===== config.mk =====
export PLATFORM = sky130hd
export DESIGN_NAME = timer_top
export DESIGN_NICKNAME = d
export VERILOG_FILES = /design/src/timer_pkg.sv /design/src/axil_ctrl_bridge.sv /design/src/timer_regs.sv /design/src/timer_counter.sv /design/src/timer_top.sv
export SDC_FILE = /design/constraint.sdc
export NUM_CORES = 1
export LEC_CHECK = 0
export BUFFER_PORTS_ARGS = -buffer_cell sky130_fd_sc_hd__buf_2
export CORE_MARGIN = 2
export CORE_UTILIZATION = 44
export CTS_BUF_LIST = sky130_fd_sc_hd__clkbuf_16
export CTS_CLUSTER_DIAMETER = 40
export DETAILED_ROUTE_END_ITERATION = 10
export HOLD_SLACK_MARGIN = 0.05
export PLACE_DENSITY_LB_ADDON = 0.12
export SLEW_MARGIN = 20
export SYNTH_ARGS = -nofsm -noshare
export SYNTH_HDL_FRONTEND = slang
export SYNTH_SLANG_ARGS = --single-unit
export TNS_END_PERCENT = 50

===== constraint.sdc =====
create_clock -name clk -period 3.9 [get_ports clk]
set_input_delay 0 -clock clk [delete_from_list [all_inputs] [get_ports clk]]
set_output_delay 0 -clock clk [all_outputs]
set_load 0.01 [all_outputs]

===== src/timer_pkg.sv =====
package timer_pkg;

    // bus widths.
    localparam int axil_addr_w = 12;
    localparam int data_w      = 32;
    localparam int strb_w      = data_w / 8;
    localparam int ctrl_addr_w = 10;

    // word addresses on the control bus.
    localparam logic [ctrl_addr_w-1:0] reg_ctrl   = 10'd0;
    localparam logic [ctrl_addr_w-1:0] reg_load   = 10'd1;
    localparam logic [ctrl_addr_w-1:0] reg_count  = 10'd2;
    localparam logic [ctrl_addr_w-1:0] reg_status = 10'd3;

    // control and status bit positions.
    localparam int ctrl_en_bit        = 0;
    localparam int ctrl_periodic_bit  = 1;
    localparam int ctrl_irq_en_bit    = 2;
    localparam int status_expired_bit = 0;

    localparam logic [1:0] resp_okay = 2'b00;

    // bridge state encodings.
    localparam logic [1:0] w_st_aw    = 2'd0;
    localparam logic [1:0] w_st_w     = 2'd1;
    localparam logic [1:0] w_st_write = 2'd2;
    localparam logic [1:0] w_st_b     = 2'd3;
    localparam logic [1:0] r_st_ar    = 2'd0;
    localparam logic [1:0] r_st_read  = 2'd1;
    localparam logic [1:0] r_st_r     = 2'd2;

endpackage


===== src/axil_ctrl_bridge.sv =====
`timescale 1ns/1ps

module axil_ctrl_bridge (
    input  logic                              clk,
    input  logic                              rst,

    input  logic                              s_axil_awvalid,
    output logic                              s_axil_awready,
    input  logic [timer_pkg::axil_addr_w-1:0] s_axil_awaddr,

    input  logic                              s_axil_wvalid,
    output logic                              s_axil_wready,
    input  logic [timer_pkg::data_w-1:0]      s_axil_wdata,
    input  logic [timer_pkg::strb_w-1:0]      s_axil_wstrb,

    output logic                              s_axil_bvalid,
    input  logic                              s_axil_bready,
    output logic [1:0]                        s_axil_bresp,

    input  logic                              s_axil_arvalid,
    output logic                              s_axil_arready,
    input  logic [timer_pkg::axil_addr_w-1:0] s_axil_araddr,

    output logic                              s_axil_rvalid,
    input  logic                              s_axil_rready,
    output logic [timer_pkg::data_w-1:0]      s_axil_rdata,
    output logic [1:0]                        s_axil_rresp,

    output logic                              ctrl_wen,
    output logic [timer_pkg::ctrl_addr_w-1:0] ctrl_waddr,
    output logic [timer_pkg::data_w-1:0]      ctrl_wdata,
    output logic                              ctrl_ren,
    output logic [timer_pkg::ctrl_addr_w-1:0] ctrl_raddr,
    input  logic [timer_pkg::data_w-1:0]      ctrl_rdata
);
    import timer_pkg::*;

    logic [1:0]        w_state;
    logic [1:0]        w_state_next;
    logic [1:0]        r_state;
    logic [1:0]        r_state_next;
    logic [data_w-1:0] wstrb_bits;
    logic [data_w-1:0] read_data;

    // write side steps through address, data, one write cycle and the response.
    always_ff @(posedge clk) begin
        if (rst) begin
            w_state <= w_st_aw;
        end else begin
            w_state <= w_state_next;
        end
    end

    always_comb begin
        case (w_state)
            w_st_aw:    w_state_next = s_axil_awvalid ? w_st_w : w_st_aw;
            w_st_w:     w_state_next = s_axil_wvalid ? w_st_write : w_st_w;
            w_st_write: w_state_next = w_st_b;
            w_st_b:     w_state_next = s_axil_bready ? w_st_aw : w_st_b;
            default:    w_state_next = w_st_aw;
        endcase
    end

    always_ff @(posedge clk) begin
        if (s_axil_awvalid && s_axil_awready) begin
            ctrl_waddr <= s_axil_awaddr[axil_addr_w-1:2];
        end
    end

    // each strobe bit covers one byte lane.
    always_comb begin
        for (int i = 0; i < strb_w; i++) begin
            wstrb_bits[i*8 +: 8] = {8{s_axil_wstrb[i]}};
        end
    end

    // unstrobed bytes land as zero.
    always_ff @(posedge clk) begin
        if (s_axil_wvalid && s_axil_wready) begin
            ctrl_wdata <= s_axil_wdata & wstrb_bits;
        end
    end

    assign ctrl_wen       = (w_state == w_st_write);
    assign s_axil_awready = (w_state == w_st_aw);
    assign s_axil_wready  = (w_state == w_st_w);
    assign s_axil_bvalid  = (w_state == w_st_b);
    assign s_axil_bresp   = resp_okay;

    // read side runs on its own.
    always_ff @(posedge clk) begin
        if (rst) begin
            r_state <= r_st_ar;
        end else begin
            r_state <= r_state_next;
        end
    end

    always_comb begin
        case (r_state)
            r_st_ar:   r_state_next = s_axil_arvalid ? r_st_read : r_st_ar;
            r_st_read: r_state_next = r_st_r;
            r_st_r:    r_state_next = s_axil_rready ? r_st_ar : r_st_r;
            default:   r_state_next = r_st_ar;
        endcase
    end

    always_ff @(posedge clk) begin
        if (s_axil_arvalid && s_axil_arready) begin
            ctrl_raddr <= s_axil_araddr[axil_addr_w-1:2];
        end
    end

    // hold the returned word until the master takes it.
    always_ff @(posedge clk) begin
        if (r_state == r_st_read) begin
            read_data <= ctrl_rdata;
        end
    end

    assign ctrl_ren       = (r_state == r_st_read);
    assign s_axil_arready = (r_state == r_st_ar);
    assign s_axil_rvalid  = (r_state == r_st_r);
    assign s_axil_rdata   = read_data;
    assign s_axil_rresp   = resp_okay;

endmodule


===== src/timer_regs.sv =====
`timescale 1ns/1ps

module timer_regs (
    input  logic                              clk,
    input  logic                              rst,

    input  logic                              ctrl_wen,
    input  logic [timer_pkg::ctrl_addr_w-1:0] ctrl_waddr,
    input  logic [timer_pkg::data_w-1:0]      ctrl_wdata,
    input  logic                              ctrl_ren,
    input  logic [timer_pkg::ctrl_addr_w-1:0] ctrl_raddr,
    output logic [timer_pkg::data_w-1:0]      ctrl_rdata,

    output logic                              enable,
    output logic                              periodic,
    output logic [timer_pkg::data_w-1:0]      load_value,
    output logic                              load,
    input  logic [timer_pkg::data_w-1:0]      count,
    input  logic                              expired,
    output logic                              irq
);
    import timer_pkg::*;

    logic [2:0] ctrl_q;
    logic       expired_q;
    logic       load_wr_d;
    logic       enable_d;
    logic       status_clr;

    assign status_clr = ctrl_wen && (ctrl_waddr == reg_status) &&
                        ctrl_wdata[status_expired_bit];

    always_ff @(posedge clk) begin
        if (rst) begin
            ctrl_q     <= '0;
            load_value <= '0;
            expired_q  <= 1'b0;
            load_wr_d  <= 1'b0;
            enable_d   <= 1'b0;
            irq        <= 1'b0;
        end else begin
            if (ctrl_wen && (ctrl_waddr == reg_ctrl)) begin
                ctrl_q <= ctrl_wdata[2:0];
            end
            if (ctrl_wen && (ctrl_waddr == reg_load)) begin
                load_value <= ctrl_wdata;
            end
            // a fresh expiry beats a clear in the same cycle.
            expired_q <= expired | (expired_q & ~status_clr);
            load_wr_d <= ctrl_wen && (ctrl_waddr == reg_load);
            enable_d  <= ctrl_q[ctrl_en_bit];
            irq       <= expired_q & ctrl_q[ctrl_irq_en_bit];
        end
    end

    assign enable   = ctrl_q[ctrl_en_bit];
    assign periodic = ctrl_q[ctrl_periodic_bit];

    // reload after a new load word or when the timer is switched on.
    assign load = load_wr_d | (enable & ~enable_d);

    always_comb begin
        ctrl_rdata = '0;
        if (ctrl_ren) begin
            case (ctrl_raddr)
                reg_ctrl:   ctrl_rdata[2:0] = ctrl_q;
                reg_load:   ctrl_rdata = load_value;
                reg_count:  ctrl_rdata = count;
                reg_status: ctrl_rdata[status_expired_bit] = expired_q;
                default:    ctrl_rdata = '0;
            endcase
        end
    end

endmodule


===== src/timer_counter.sv =====
`timescale 1ns/1ps

module timer_counter (
    input  logic                         clk,
    input  logic                         rst,

    input  logic                         enable,
    input  logic                         periodic,
    input  logic                         load,
    input  logic [timer_pkg::data_w-1:0] load_value,

    output logic [timer_pkg::data_w-1:0] count,
    output logic                         expired
);
    import timer_pkg::*;

    logic last_tick;

    // the step that takes the count from one to zero.
    assign last_tick = enable && !load && (count == data_w'(1));

    always_ff @(posedge clk) begin
        if (rst) begin
            count   <= '0;
            expired <= 1'b0;
        end else begin
            expired <= last_tick;
            if (load) begin
                count <= load_value;
            end else if (last_tick) begin
                // periodic mode starts the next period right away.
                count <= periodic ? load_value : '0;
            end else if (enable && (count != '0)) begin
                count <= count - data_w'(1);
            end
        end
    end

endmodule


===== src/timer_top.sv =====
`timescale 1ns/1ps

module timer_top (
    input  logic                              clk,
    input  logic                              rst,

    input  logic                              s_axil_awvalid,
    output logic                              s_axil_awready,
    input  logic [timer_pkg::axil_addr_w-1:0] s_axil_awaddr,
    input  logic                              s_axil_wvalid,
    output logic                              s_axil_wready,
    input  logic [timer_pkg::data_w-1:0]      s_axil_wdata,
    input  logic [timer_pkg::strb_w-1:0]      s_axil_wstrb,
    output logic                              s_axil_bvalid,
    input  logic                              s_axil_bready,
    output logic [1:0]                        s_axil_bresp,
    input  logic                              s_axil_arvalid,
    output logic                              s_axil_arready,
    input  logic [timer_pkg::axil_addr_w-1:0] s_axil_araddr,
    output logic                              s_axil_rvalid,
    input  logic                              s_axil_rready,
    output logic [timer_pkg::data_w-1:0]      s_axil_rdata,
    output logic [1:0]                        s_axil_rresp,

    output logic                              irq
);
    import timer_pkg::*;

    logic                   ctrl_wen;
    logic [ctrl_addr_w-1:0] ctrl_waddr;
    logic [data_w-1:0]      ctrl_wdata;
    logic                   ctrl_ren;
    logic [ctrl_addr_w-1:0] ctrl_raddr;
    logic [data_w-1:0]      ctrl_rdata;
    logic                   enable;
    logic                   periodic;
    logic                   load;
    logic [data_w-1:0]      load_value;
    logic [data_w-1:0]      count;
    logic                   expired;

    axil_ctrl_bridge i_axil_ctrl_bridge (.*);

    timer_regs i_timer_regs (.*);

    timer_counter i_timer_counter (
        .clk        (clk),
        .rst        (rst),
        .enable     (enable),
        .periodic   (periodic),
        .load       (load),
        .load_value (load_value),
        .count      (count),
        .expired    (expired)
    );

endmodule


==> results of run 1 <==
-- Yosys cell counts (7+ instances only) --
master / n / share of area, %
nand2_1: 86 / 4.6
edfxtp_1: 84 / 36
dfxtp_1: 76 / 22
a21oi_1: 61 / 4.4
and2_1: 42 / 3.7
nor2_1: 33 / 1.8
a22o_1: 31 / 3.9
clkbuf_1: 27 / 1.4
o21ai_0: 27 / 1.9
nor4_1: 18 / 1.6
nor3_1: 17 / 1.2
a21boi_0: 16 / 1.7
inv_1: 13 / 0.70
nand3_1: 11 / 0.79
or4_1: 10 / 1.1
a211oi_1: 8 / 0.86
or3_1: 7 / 0.62
-- cell usage in the layout (no fill, tap or decap), types with 3 or more instances in the layout --
cell,instances
buf_2,100
dlygate4sd3_1,89
nand2_1,85
edfxtp_1,84
dfxtp_1,76
a21oi_1,61
and2_1,41
nor2_1,33
a22o_1,31
o21ai_0,27
nor4_1,18
nor3_1,17
clkbuf_16,17
a21boi_0,16
inv_1,14
nand3_1,11
or4_1,10
buf_4,9
a211oi_1,8
or3_1,7
nand4_1,6
nor2b_1,5
and3_1,5
mux2i_1,5
o22a_1,5
a22oi_1,5
o21a_1,4
conb_1,4
or2_2,3
o311ai_0,3
a31oi_1,3
inv_8,3
-- power by group through the flow --
stage	clock, mW	combinational [mW]	sequential [mW]
floorplan	0	0.0672	1.88
global placement	0	0.135	1.88
detailed placement	0	0.140	1.88
CTS	1.69	0.209	1.84
global route	1.75	0.231	1.85
finish	1.66	0.210	1.84
-- routing by layer --
layer	vias to the layer above	wire length (um)
met3	23	1210
li1	2830	-
met4	0	269
met2	187	8980
met5	-	0
met1	2832	8670
-- cell type report --
class                   instances  area share, %
clock buffers                  17           4.64
inverters                      13          0.532
multi-input cells             457           30.1
repair buffers                198           15.9
flip-flops and latches        160           44.1
well taps                     216           2.95
clock inverters                15           1.76
-- flip-flops by register name, summed over array words and instances (netlist names) --
register	flops
i_axil_ctrl_bridge.ctrl_waddr	10
i_timer_counter.count	32
i_timer_regs.load_value	32
i_timer_counter.expired	1
i_timer_regs.enable_d	1
i_axil_ctrl_bridge.ctrl_wdata	32
i_axil_ctrl_bridge.ctrl_raddr	10
i_axil_ctrl_bridge.s_axil_rdata	32
i_timer_regs.irq	1
i_timer_regs.ctrl_q	3
i_timer_regs.load_wr_d	1
i_axil_ctrl_bridge.r_state	2
i_axil_ctrl_bridge.w_state	2
i_timer_regs.expired_q	1
-- logic make-up (layout without fill, tap and decap cells) --
| family | Yosys count | count (layout) | share of synthesized area [%] |
|---|---|---|---|
| adder cells (fa/ha/maj) | 2 | 2 | 0.357 |
| other | 1 | 4 | 0.0535 |
| buffers and inverters | 52 | 243 | 3.43 |
| multiplexers | 6 | 6 | 1.04 |
| AND/OR/NAND/NOR | 259 | 259 | 19.1 |
| XOR/XNOR | 2 | 2 | 0.250 |
| flip-flops | 160 | 160 | 57.7 |
| AO/OA/AOI/OAI | 184 | 184 | 18.1 |
-- worst paths after layout --
kind                                  to                     start  slack, ns
max            i_timer_counter.count[22]  i_timer_counter.count[0]       0.75
min reg2reg       i_timer_regs.expired_q   i_timer_counter.expired       0.45
min          i_timer_regs.load_value[10]                       rst       0.15
max reg2reg    i_timer_counter.count[22]  i_timer_counter.count[0]       0.75
-- worst max-delay path: cells and delay by family (launching register included) --
| family | cells | cell delay, ns |
|---|---|---|
| AO/OA/AOI/OAI | 2 | 0.29 |
| flip-flops | 1 | 0.33 |
| adder cells (fa/ha/maj) | 1 | 0.21 |
| buffers and inverters | 1 | 0.11 |
| AND/OR/NAND/NOR | 4 | 2.06 |
-- stage by stage --
step | cells | power [mW] | utilization (%) | hold slack [ns] | area, um2
6_report | 1076 | 3.72 | 58.3 | 0.148 | 9170
3_3_place_gp | 955 | 2.01 | 48.9 | 0.176 | 7690
5_1_grt | 1076 | 3.83 | 58.3 | 0.157 | 9170
3_5_place_dp | 955 | 2.02 | 48.9 | 0.178 | 7690
4_1_cts | 1076 | 3.74 | 58.3 | 0.151 | 9160
2_1_floorplan | 669 | 1.95 | - | 0.0989 | 7020
==> flow_metrics.tcl, run 1 <==
set metrics [dict create \
    run_status "completed" \
    rsz0062_at_grt "no" \
    p_int_mw 2.89 \
    cts.sinks 160 \
    comb_power_share_pct 5.7 \
    num_vias 5872 \
    grt_use_met1_pct 31.6 \
    die_w_um 130 \
    num-fill-cells 1354 \
    syn_area_per_cell_um2 10.5 \
    setup_viol 0 \
    n_antenna_cell 0 \
    startpoint_type "flop" \
    clock_path_buffers 2 \
    crit_path_max_fanout 8 \
    synth_edf_count 84 \
    dp_hpwl_um 12300 \
    peakVddDrop_mv 0.317 \
    dieHeight_um 130 \
    regArea_um2 4040 \
    post_cts.repair.setup_buffers 0 \
    syn_inst 666 \
    path_clk_slew_ns 0.06 \
    power.density_nw_per_um2 405 \
    cp_cell_sequence "inv_1, ha_1, or3b_2, nor4_1, nand2_1, or4_1, a32oi_1, a211oi_1" \
    clock_power_share_pct 44.8 \
    track_usage_pct 23.4 \
    synth_ff_type "edfxtp_1" \
    core_area_um2 15700 \
    fmax_mhz 318 \
    grt-ovfl-total 0 \
    slowest_stage "nor4_1" \
    tightestPinTransition_ns 0.949 \
    p_seq_share_pct 49.6 \
    setup_tns_ns 0 \
    critical_path_arrival_ns 3.43 \
    drive_above_1_share_pct 19.0 \
    ys_ff_latch 160 \
    maxCapViolations 0 \
    dieArea_um2 17000 \
    setup_slack_ns 0.751 \
    drv_slew 0 \
    antenna_found_initial 0 \
    min_delay_path_depth 2 \
    worst_skew_pair.late_latency_ns 0.43 \
    use_met3_pct 5.62 \
    leakagePower_nw 3.47 \
    cts_root_buffer "clkbuf_16" \
    hold_viol 0 \
    wl_per_cell_um 17.8 \
    pre_cts_ws_ns 0.776 \
    wl_um 19100 \
    yosysSeqAreaShare_pct 57.7 \
    grt_pass1_vias 5595 \
    cts_buffers 17 \
    p_sw_share_pct 22.1 \
    start_util_pct 44.6 \
    ant_nets 0 \
    grt_pass1_wl_um 29600 \
    cts_hold_buf 89 \
    rr_worst_depth 8 \
    cpPeakStageDelay_ns 0.61 \
    via_per_inst 5.46 \
    ctsHtreeMaxLevel 4 \
    worstPathRequired_ns 4.18 \
    end_kind "flop" \
    grt_max_degree 39 \
    power_switching_mw 0.823 \
    io_buffers 100 \
    path_class "flop to flop" \
    min_period_ns 3.15 \
    use_met2_pct 37.2 \
    synthArstFlopShare_pct 0 \
    ioPinCount 109 \
    drtIter0Drc 420 \
    synth_cell_types 61 \
    cts_tree "yes" \
    multi_input_area_um2 2760 \
    synth_area_um2 7010 \
    drc 0 \
    post-route-period-util_pct 80.8 \
    hold_class "primary input to flop" \
    grt_busiest_layer "met2" \
    ctsResizeCount 0 \
    place_congestion 0.896 \
    relSlewSlack_pct 36.6 \
    syn_to_final_growth_pct 30.8 \
    fin_skew_ns 0.0117 \
    row_count 46 \
    synth_warnings 0 \
    drt-pass1-iter-count 6 \
    fin_nets 916 \
]
(Power assumes the default switching activity.)
==> run 2: changes to the inputs <==
==> constraint.sdc (replaced) <==
create_clock -name clk -period 2.5 [get_ports clk]
set_input_delay 0 -clock clk [delete_from_list [all_inputs] [get_ports clk]]
set_output_delay 0 -clock clk [all_outputs]
set_load 0.01 [all_outputs]
==> run 2 against run 1 <==
Non-clock buffer count rose by 69; clock skew is 0.0030 ns lower; wire length rose by 7.4%; clock-buffer cell count did not move; register-to-register slack lost 0.75 ns; worst hold slack got worse by 0.099 ns; via count up 5.2%; setup slack worse by 0.75 ns; total power rose by 55%; critical path depth shrank 1.
==> flow_metrics.tcl, run 2 (synthesis gave the netlist of run 1 again) <==
set metrics [dict create \
    cts_tree "yes" \
    cts.sinks 160 \
    worst_skew_pair.late_latency_ns 0.42 \
    wl_um 20500 \
    cp_cell_sequence "or4_4, or4_4, o31ai_4, nand2_4, buf_12, o21a_1, o22a_1" \
    start_util_pct 44.6 \
    crit_path_max_fanout 5 \
    cp_top_family "simple AND/OR/NAND/NOR gates" \
    grt-ovfl-total 0 \
    hold_class "primary input to flop" \
    cpMostUsedCell "or4_4" \
    run_status "completed" \
    num-fill-cells 1300 \
    drtIter0Drc 385 \
    postPlaceCellArea_um2 8210 \
    n_antenna_cell 0 \
    grt_pass1_wl_um 32400 \
    path_class "flop to flop" \
    path_clk_slew_ns 0.07 \
    drt-pass1-iter-count 5 \
    fin_skew_ns 0.00877 \
    hold_viol 0 \
    cts_buffers 17 \
    final_cell_mix "buf_2, dlygate4sd3_1, nand2_1" \
    min_period_ns 2.50 \
    post-route-period-util_pct 99.9 \
    ioPinCount 109 \
    drc 0 \
    grt_pass1_vias 6176 \
    power.density_nw_per_um2 583 \
    maxCapViolations 0 \
    dieHeight_um 130 \
    antenna_found_initial 0 \
    setup_viol 0 \
    num_vias 6180 \
    worstPathRequired_ns 2.81 \
    cts_root_buffer "clkbuf_16" \
    drv_slew 0 \
    grt_max_degree 54 \
    drive_above_1_share_pct 27.0 \
    via_per_inst 5.40 \
    relSlewSlack_pct 61.3 \
    peakVddDrop_mv 0.433 \
    clock_path_buffers 2 \
    fin_nets 985 \
    track_usage_pct 25.3 \
    leakagePower_nw 3.84 \
    io_buffers 100 \
    place_congestion 0.964 \
    wl_per_cell_um 17.9 \
    design_area_um2 9850 \
    critical_path_arrival_ns 2.81 \
    utilization_pct 62.7 \
    syn_to_final_growth_pct 40.5 \
    dp_hpwl_um 13600 \
    slowest_stage "or4_4" \
    fmax_mhz 400 \
    die_w_um 130 \
    ctsHtreeMaxLevel 4 \
    holdWs_ns 0.0486 \
    crit_buf_inv 1 \
    ant_nets 0 \
    layout_commonest_cell "buf_2" \
    setup_tns_ns 0 \
    tightestPinTransition_ns 0.580 \
    row_count 46 \
    end_kind "flop" \
    startpoint_type "flop" \
    core_area_um2 15700 \
    dieArea_um2 17000 \
    rsz0062_at_grt "yes" \
    cpPeakStageDelay_ns 0.59 \
]
run 2: final cells by class:
type / count / area, um2 / share of cell area [%]
sequential: 160 / 4050 / 41.1
tap: 216 / 270 / 2.74
multi-input combinational: 457 / 2870 / 29.1
clock inverter: 15 / 149 / 1.51
inverter: 13 / 48.8 / 0.495
clock buffer: 17 / 425 / 4.32
timing repair buffer: 267 / 2040 / 20.8
run 2: metal layers:
layer	wire length (um)	part of all wire, %	global-route usage, %
met1	9460	46	35.2
met3	1190	5.8	4.59
met4	296	1.4	8.29
met5	0	0	0
met2	9600	47	40.3
run 2: what timing repair did:
| item | in CTS | in global routing |
|---|---|---|
| pin swaps | 3 | 9 |
| endpoints found under the hold margin | 61 | 0 |
| buffers inserted | 1 | 1 |
| cloned | 1 | 1 |
| hold buffers | 89 | 0 |
| setup endpoints to repair | 18 | 32 |
| resized for setup | 12 | 20 |
run 2: path summary, 6_finish.rpt:
check                           depth (start not counted)  slack [ns]                          endpoint                      from
worst max register to register                          7       0.002         i_timer_counter.count[17]  i_timer_counter.count[8]
worst min register to register                          2        0.45            i_timer_regs.expired_q   i_timer_counter.expired
worst min-delay path                                    2        0.05  i_axil_ctrl_bridge.ctrl_wdata[7]           s_axil_wstrb[0]
worst max-delay path                                    7       0.002         i_timer_counter.count[17]  i_timer_counter.count[8]
run 2: worst register-to-register path, stage by stage, from the launching register on:
cell and delay (ns):
dfxtp_1 0.31, or4_4 0.59, or4_4 0.57, o31ai_4 0.31, nand2_4 0.15, buf_12 0.19, o21a_1 0.09, o22a_1 0.17
run 2: power by group:
group          internal [mW]  switching [mW]
clock network           1.40            1.13
registers               2.84          0.0291
logic                  0.185           0.151
run 2: through the flow:
step / setup WS [ns] / power (mW) / instances
2_1_floorplan: 0.0116 / 3.04 / 669
3_3_place_gp: 0.0100 / 3.14 / 1020
3_5_place_dp: -0.0285 / 3.15 / 1020
4_1_cts: 0.0158 / 5.78 / 1143
5_1_grt: -0.0568 / 5.94 / 1145
6_report: 0.00164 / 5.74 / 1145
==> run 3: changes to the inputs <==
--- a/config.mk
+++ b/config.mk
@@ -6,10 +6,10 @@
 export NUM_CORES = 1
 export LEC_CHECK = 0
 export BUFFER_PORTS_ARGS = -buffer_cell sky130_fd_sc_hd__buf_2
-export CORE_MARGIN = 2
 export CORE_UTILIZATION = 44
 export CTS_BUF_LIST = sky130_fd_sc_hd__clkbuf_16
 export CTS_CLUSTER_DIAMETER = 40
+export CTS_CLUSTER_SIZE = 25
 export DETAILED_ROUTE_END_ITERATION = 10
 export HOLD_SLACK_MARGIN = 0.05
 export PLACE_DENSITY_LB_ADDON = 0.12
==> constraint.sdc (replaced) <==
create_clock -name clk -period 2.5 [get_ports clk]
set_input_delay 0 -clock clk [delete_from_list [all_inputs] [get_ports clk]]
set_output_delay 0 -clock clk [all_outputs]
set_load 0.02 [all_outputs]
==> run 3 against run 2 <==
The run now ends with negative setup slack left; die area decreased by 3.0%; clock skew increased by 0.0015 ns; clock-buffer cell count unchanged; clock power increased by 12%; utilization increased by 1.9 points; cell count decreased by 0.44%; largest power group unchanged; critical path depth increased by 3; critical endpoint is now i_timer_counter.count[30]; register-to-register slack got worse by 0.04 ns; fmax decreased by 1.5%; sequential share of layout area decreased by 0.32 points.
==> flow_metrics.tcl, run 3 (synthesis gave the netlist of run 1 again) <==
set metrics [dict create \
    dieArea_um2 16400 \
    drtIter0Drc 492 \
    power.density_nw_per_um2 611 \
    place_congestion 0.934 \
    leakagePower_nw 3.88 \
    grt_pass1_wl_um 32000 \
    num_vias 6136 \
    row_count 45 \
    path_depth 10 \
    placed_cells 1017 \
    end_kind "flop" \
    cts.sinks 160 \
    cts_tree "yes" \
    die_w_um 128 \
    wl_per_cell_um 17.5 \
    final_cell_mix "buf_2, dlygate4sd3_1, nand2_1" \
    ant_nets 0 \
    worst_skew_pair.late_latency_ns 0.43 \
    cp_cell_sequence "inv_4, ha_4, or3b_4, or4_4, o31ai_4, nand2_2, buf_6, buf_12, nor2_1, a211oi_2" \
    multi_input_area_um2 2850 \
    rr_worst_depth 10 \
    grt_max_degree 35 \
    relSlewSlack_pct 53.5 \
    crit_buf_inv 3 \
    post-route-period-util_pct 101 \
    peakVddDrop_mv 0.485 \
    dp_hpwl_um 13400 \
    slowest_stage "or4_4" \
    grt-ovfl-total 0 \
    hold_class "primary input to flop" \
    syn_to_final_growth_pct 41.7 \
    fin_nets 985 \
    antenna_found_initial 0 \
    path_class "flop to flop" \
    ctsHtreeMaxLevel 4 \
    layout.cells.non_filler 1140 \
    drc 0 \
    min_period_ns 2.54 \
    setup_slack_ns -0.0363 \
    tightestPinTransition_ns 0.698 \
    worstPathRequired_ns 2.81 \
    track_usage_pct 26.0 \
    fmax_mhz 394 \
    fin_skew_ns 0.0103 \
    dieHeight_um 128 \
    critical_path_arrival_ns 2.85 \
    crit_path_max_fanout 4 \
    wl_um 19900 \
    start_util_pct 45.6 \
    drive_above_1_share_pct 26.9 \
    cts_buffers 17 \
    layout_commonest_cell "buf_2" \
    num-fill-cells 1211 \
    cp_top_family "simple AND/OR/NAND/NOR gates" \
    postPlaceCellArea_um2 8250 \
    via_per_inst 5.38 \
    min_delay_path_depth 2 \
    path_clk_slew_ns 0.07 \
    cts_root_buffer "clkbuf_16" \
    regArea_um2 4050 \
    cpPeakStageDelay_ns 0.57 \
    ioPinCount 109 \
    startpoint_type "flop" \
    clock_path_buffers 2 \
    drv_slew 0 \
    rsz0062_at_grt "yes" \
    hold_viol 0 \
    violations "negative setup slack" \
    setup_viol 4 \
    power.total_mw 6.06 \
    maxCapViolations 0 \
    io_buffers 100 \
    n_antenna_cell 0 \
    run_status "complete, but fails checks" \
    core_area_um2 15400 \
    drt-pass1-iter-count 4 \
    design_area_um2 9930 \
    grt_pass1_vias 6081 \
]
run 3: final timing paths:
path	from	endpoint	slack, ns
worst max-delay path	i_timer_counter.count[1]	i_timer_counter.count[30]	-0.04
worst min-delay path	rst	i_timer_counter.count[12]	0.12
worst max register to register	i_timer_counter.count[1]	i_timer_counter.count[30]	-0.04
worst min register to register	i_timer_counter.expired	i_timer_regs.expired_q	0.44
run 3: power breakdown:
part / internal (mW) / switching, mW
sequential: 2.84 / 0.0281
combinational: 0.186 / 0.170
clock: 1.71 / 1.13
run 3: area by class of cell:
| cell class | instances | share of cell area, % |
|---|---|---|
| inverters | 13 | 0.542 |
| well taps | 211 | 2.66 |
| clock inverters | 15 | 2.19 |
| clock buffers | 17 | 4.28 |
| repair buffers | 267 | 20.8 |
| flip-flops and latches | 160 | 40.8 |
| multi-input cells | 457 | 28.7 |
run 3: timing repair:
action                                  CTS  global route
pin swaps                                 5            14
buffers inserted                          0             2
gates resized for setup                   6            30
endpoints found under the setup margin   30            32
hold buffers                             89             0
endpoints found under the hold margin    55             0
run 3: per-layer routing:
| metal | share of wire (%) | GRT usage (%) | up-vias |
|---|---|---|---|
| met5 | 0 | 0 | - |
| met4 | 1.8 | 9.97 | 0 |
| met3 | 6.0 | 5.72 | 31 |
| met2 | 46 | 39.3 | 209 |
| met1 | 47 | 36.2 | 2925 |
| li1 | - | - | 2971 |
run 3: worst register-to-register path, cell delays in order (launching register included):
cell,delay (ns)
dfxtp_2,0.34
inv_4,0.08
ha_4,0.14
or3b_4,0.39
or4_4,0.57
o31ai_4,0.30
nand2_2,0.15
buf_6,0.17
buf_12,0.12
nor2_1,0.11
a211oi_2,0.04
run 3: metrics by stage:
stage,worst slack (ns),utilization (%),hold WS [ns],setup TNS (ns)
floorplan,0.0116,-,0.0989,0
global placement,-0.0665,53.7,0.178,-0.296
detailed placement,-0.123,53.7,0.179,-1.35
CTS,-0.0296,63.9,0.110,-0.101
global route,-0.0783,64.6,0.156,-0.672
finish,-0.0363,64.6,0.122,-0.0689
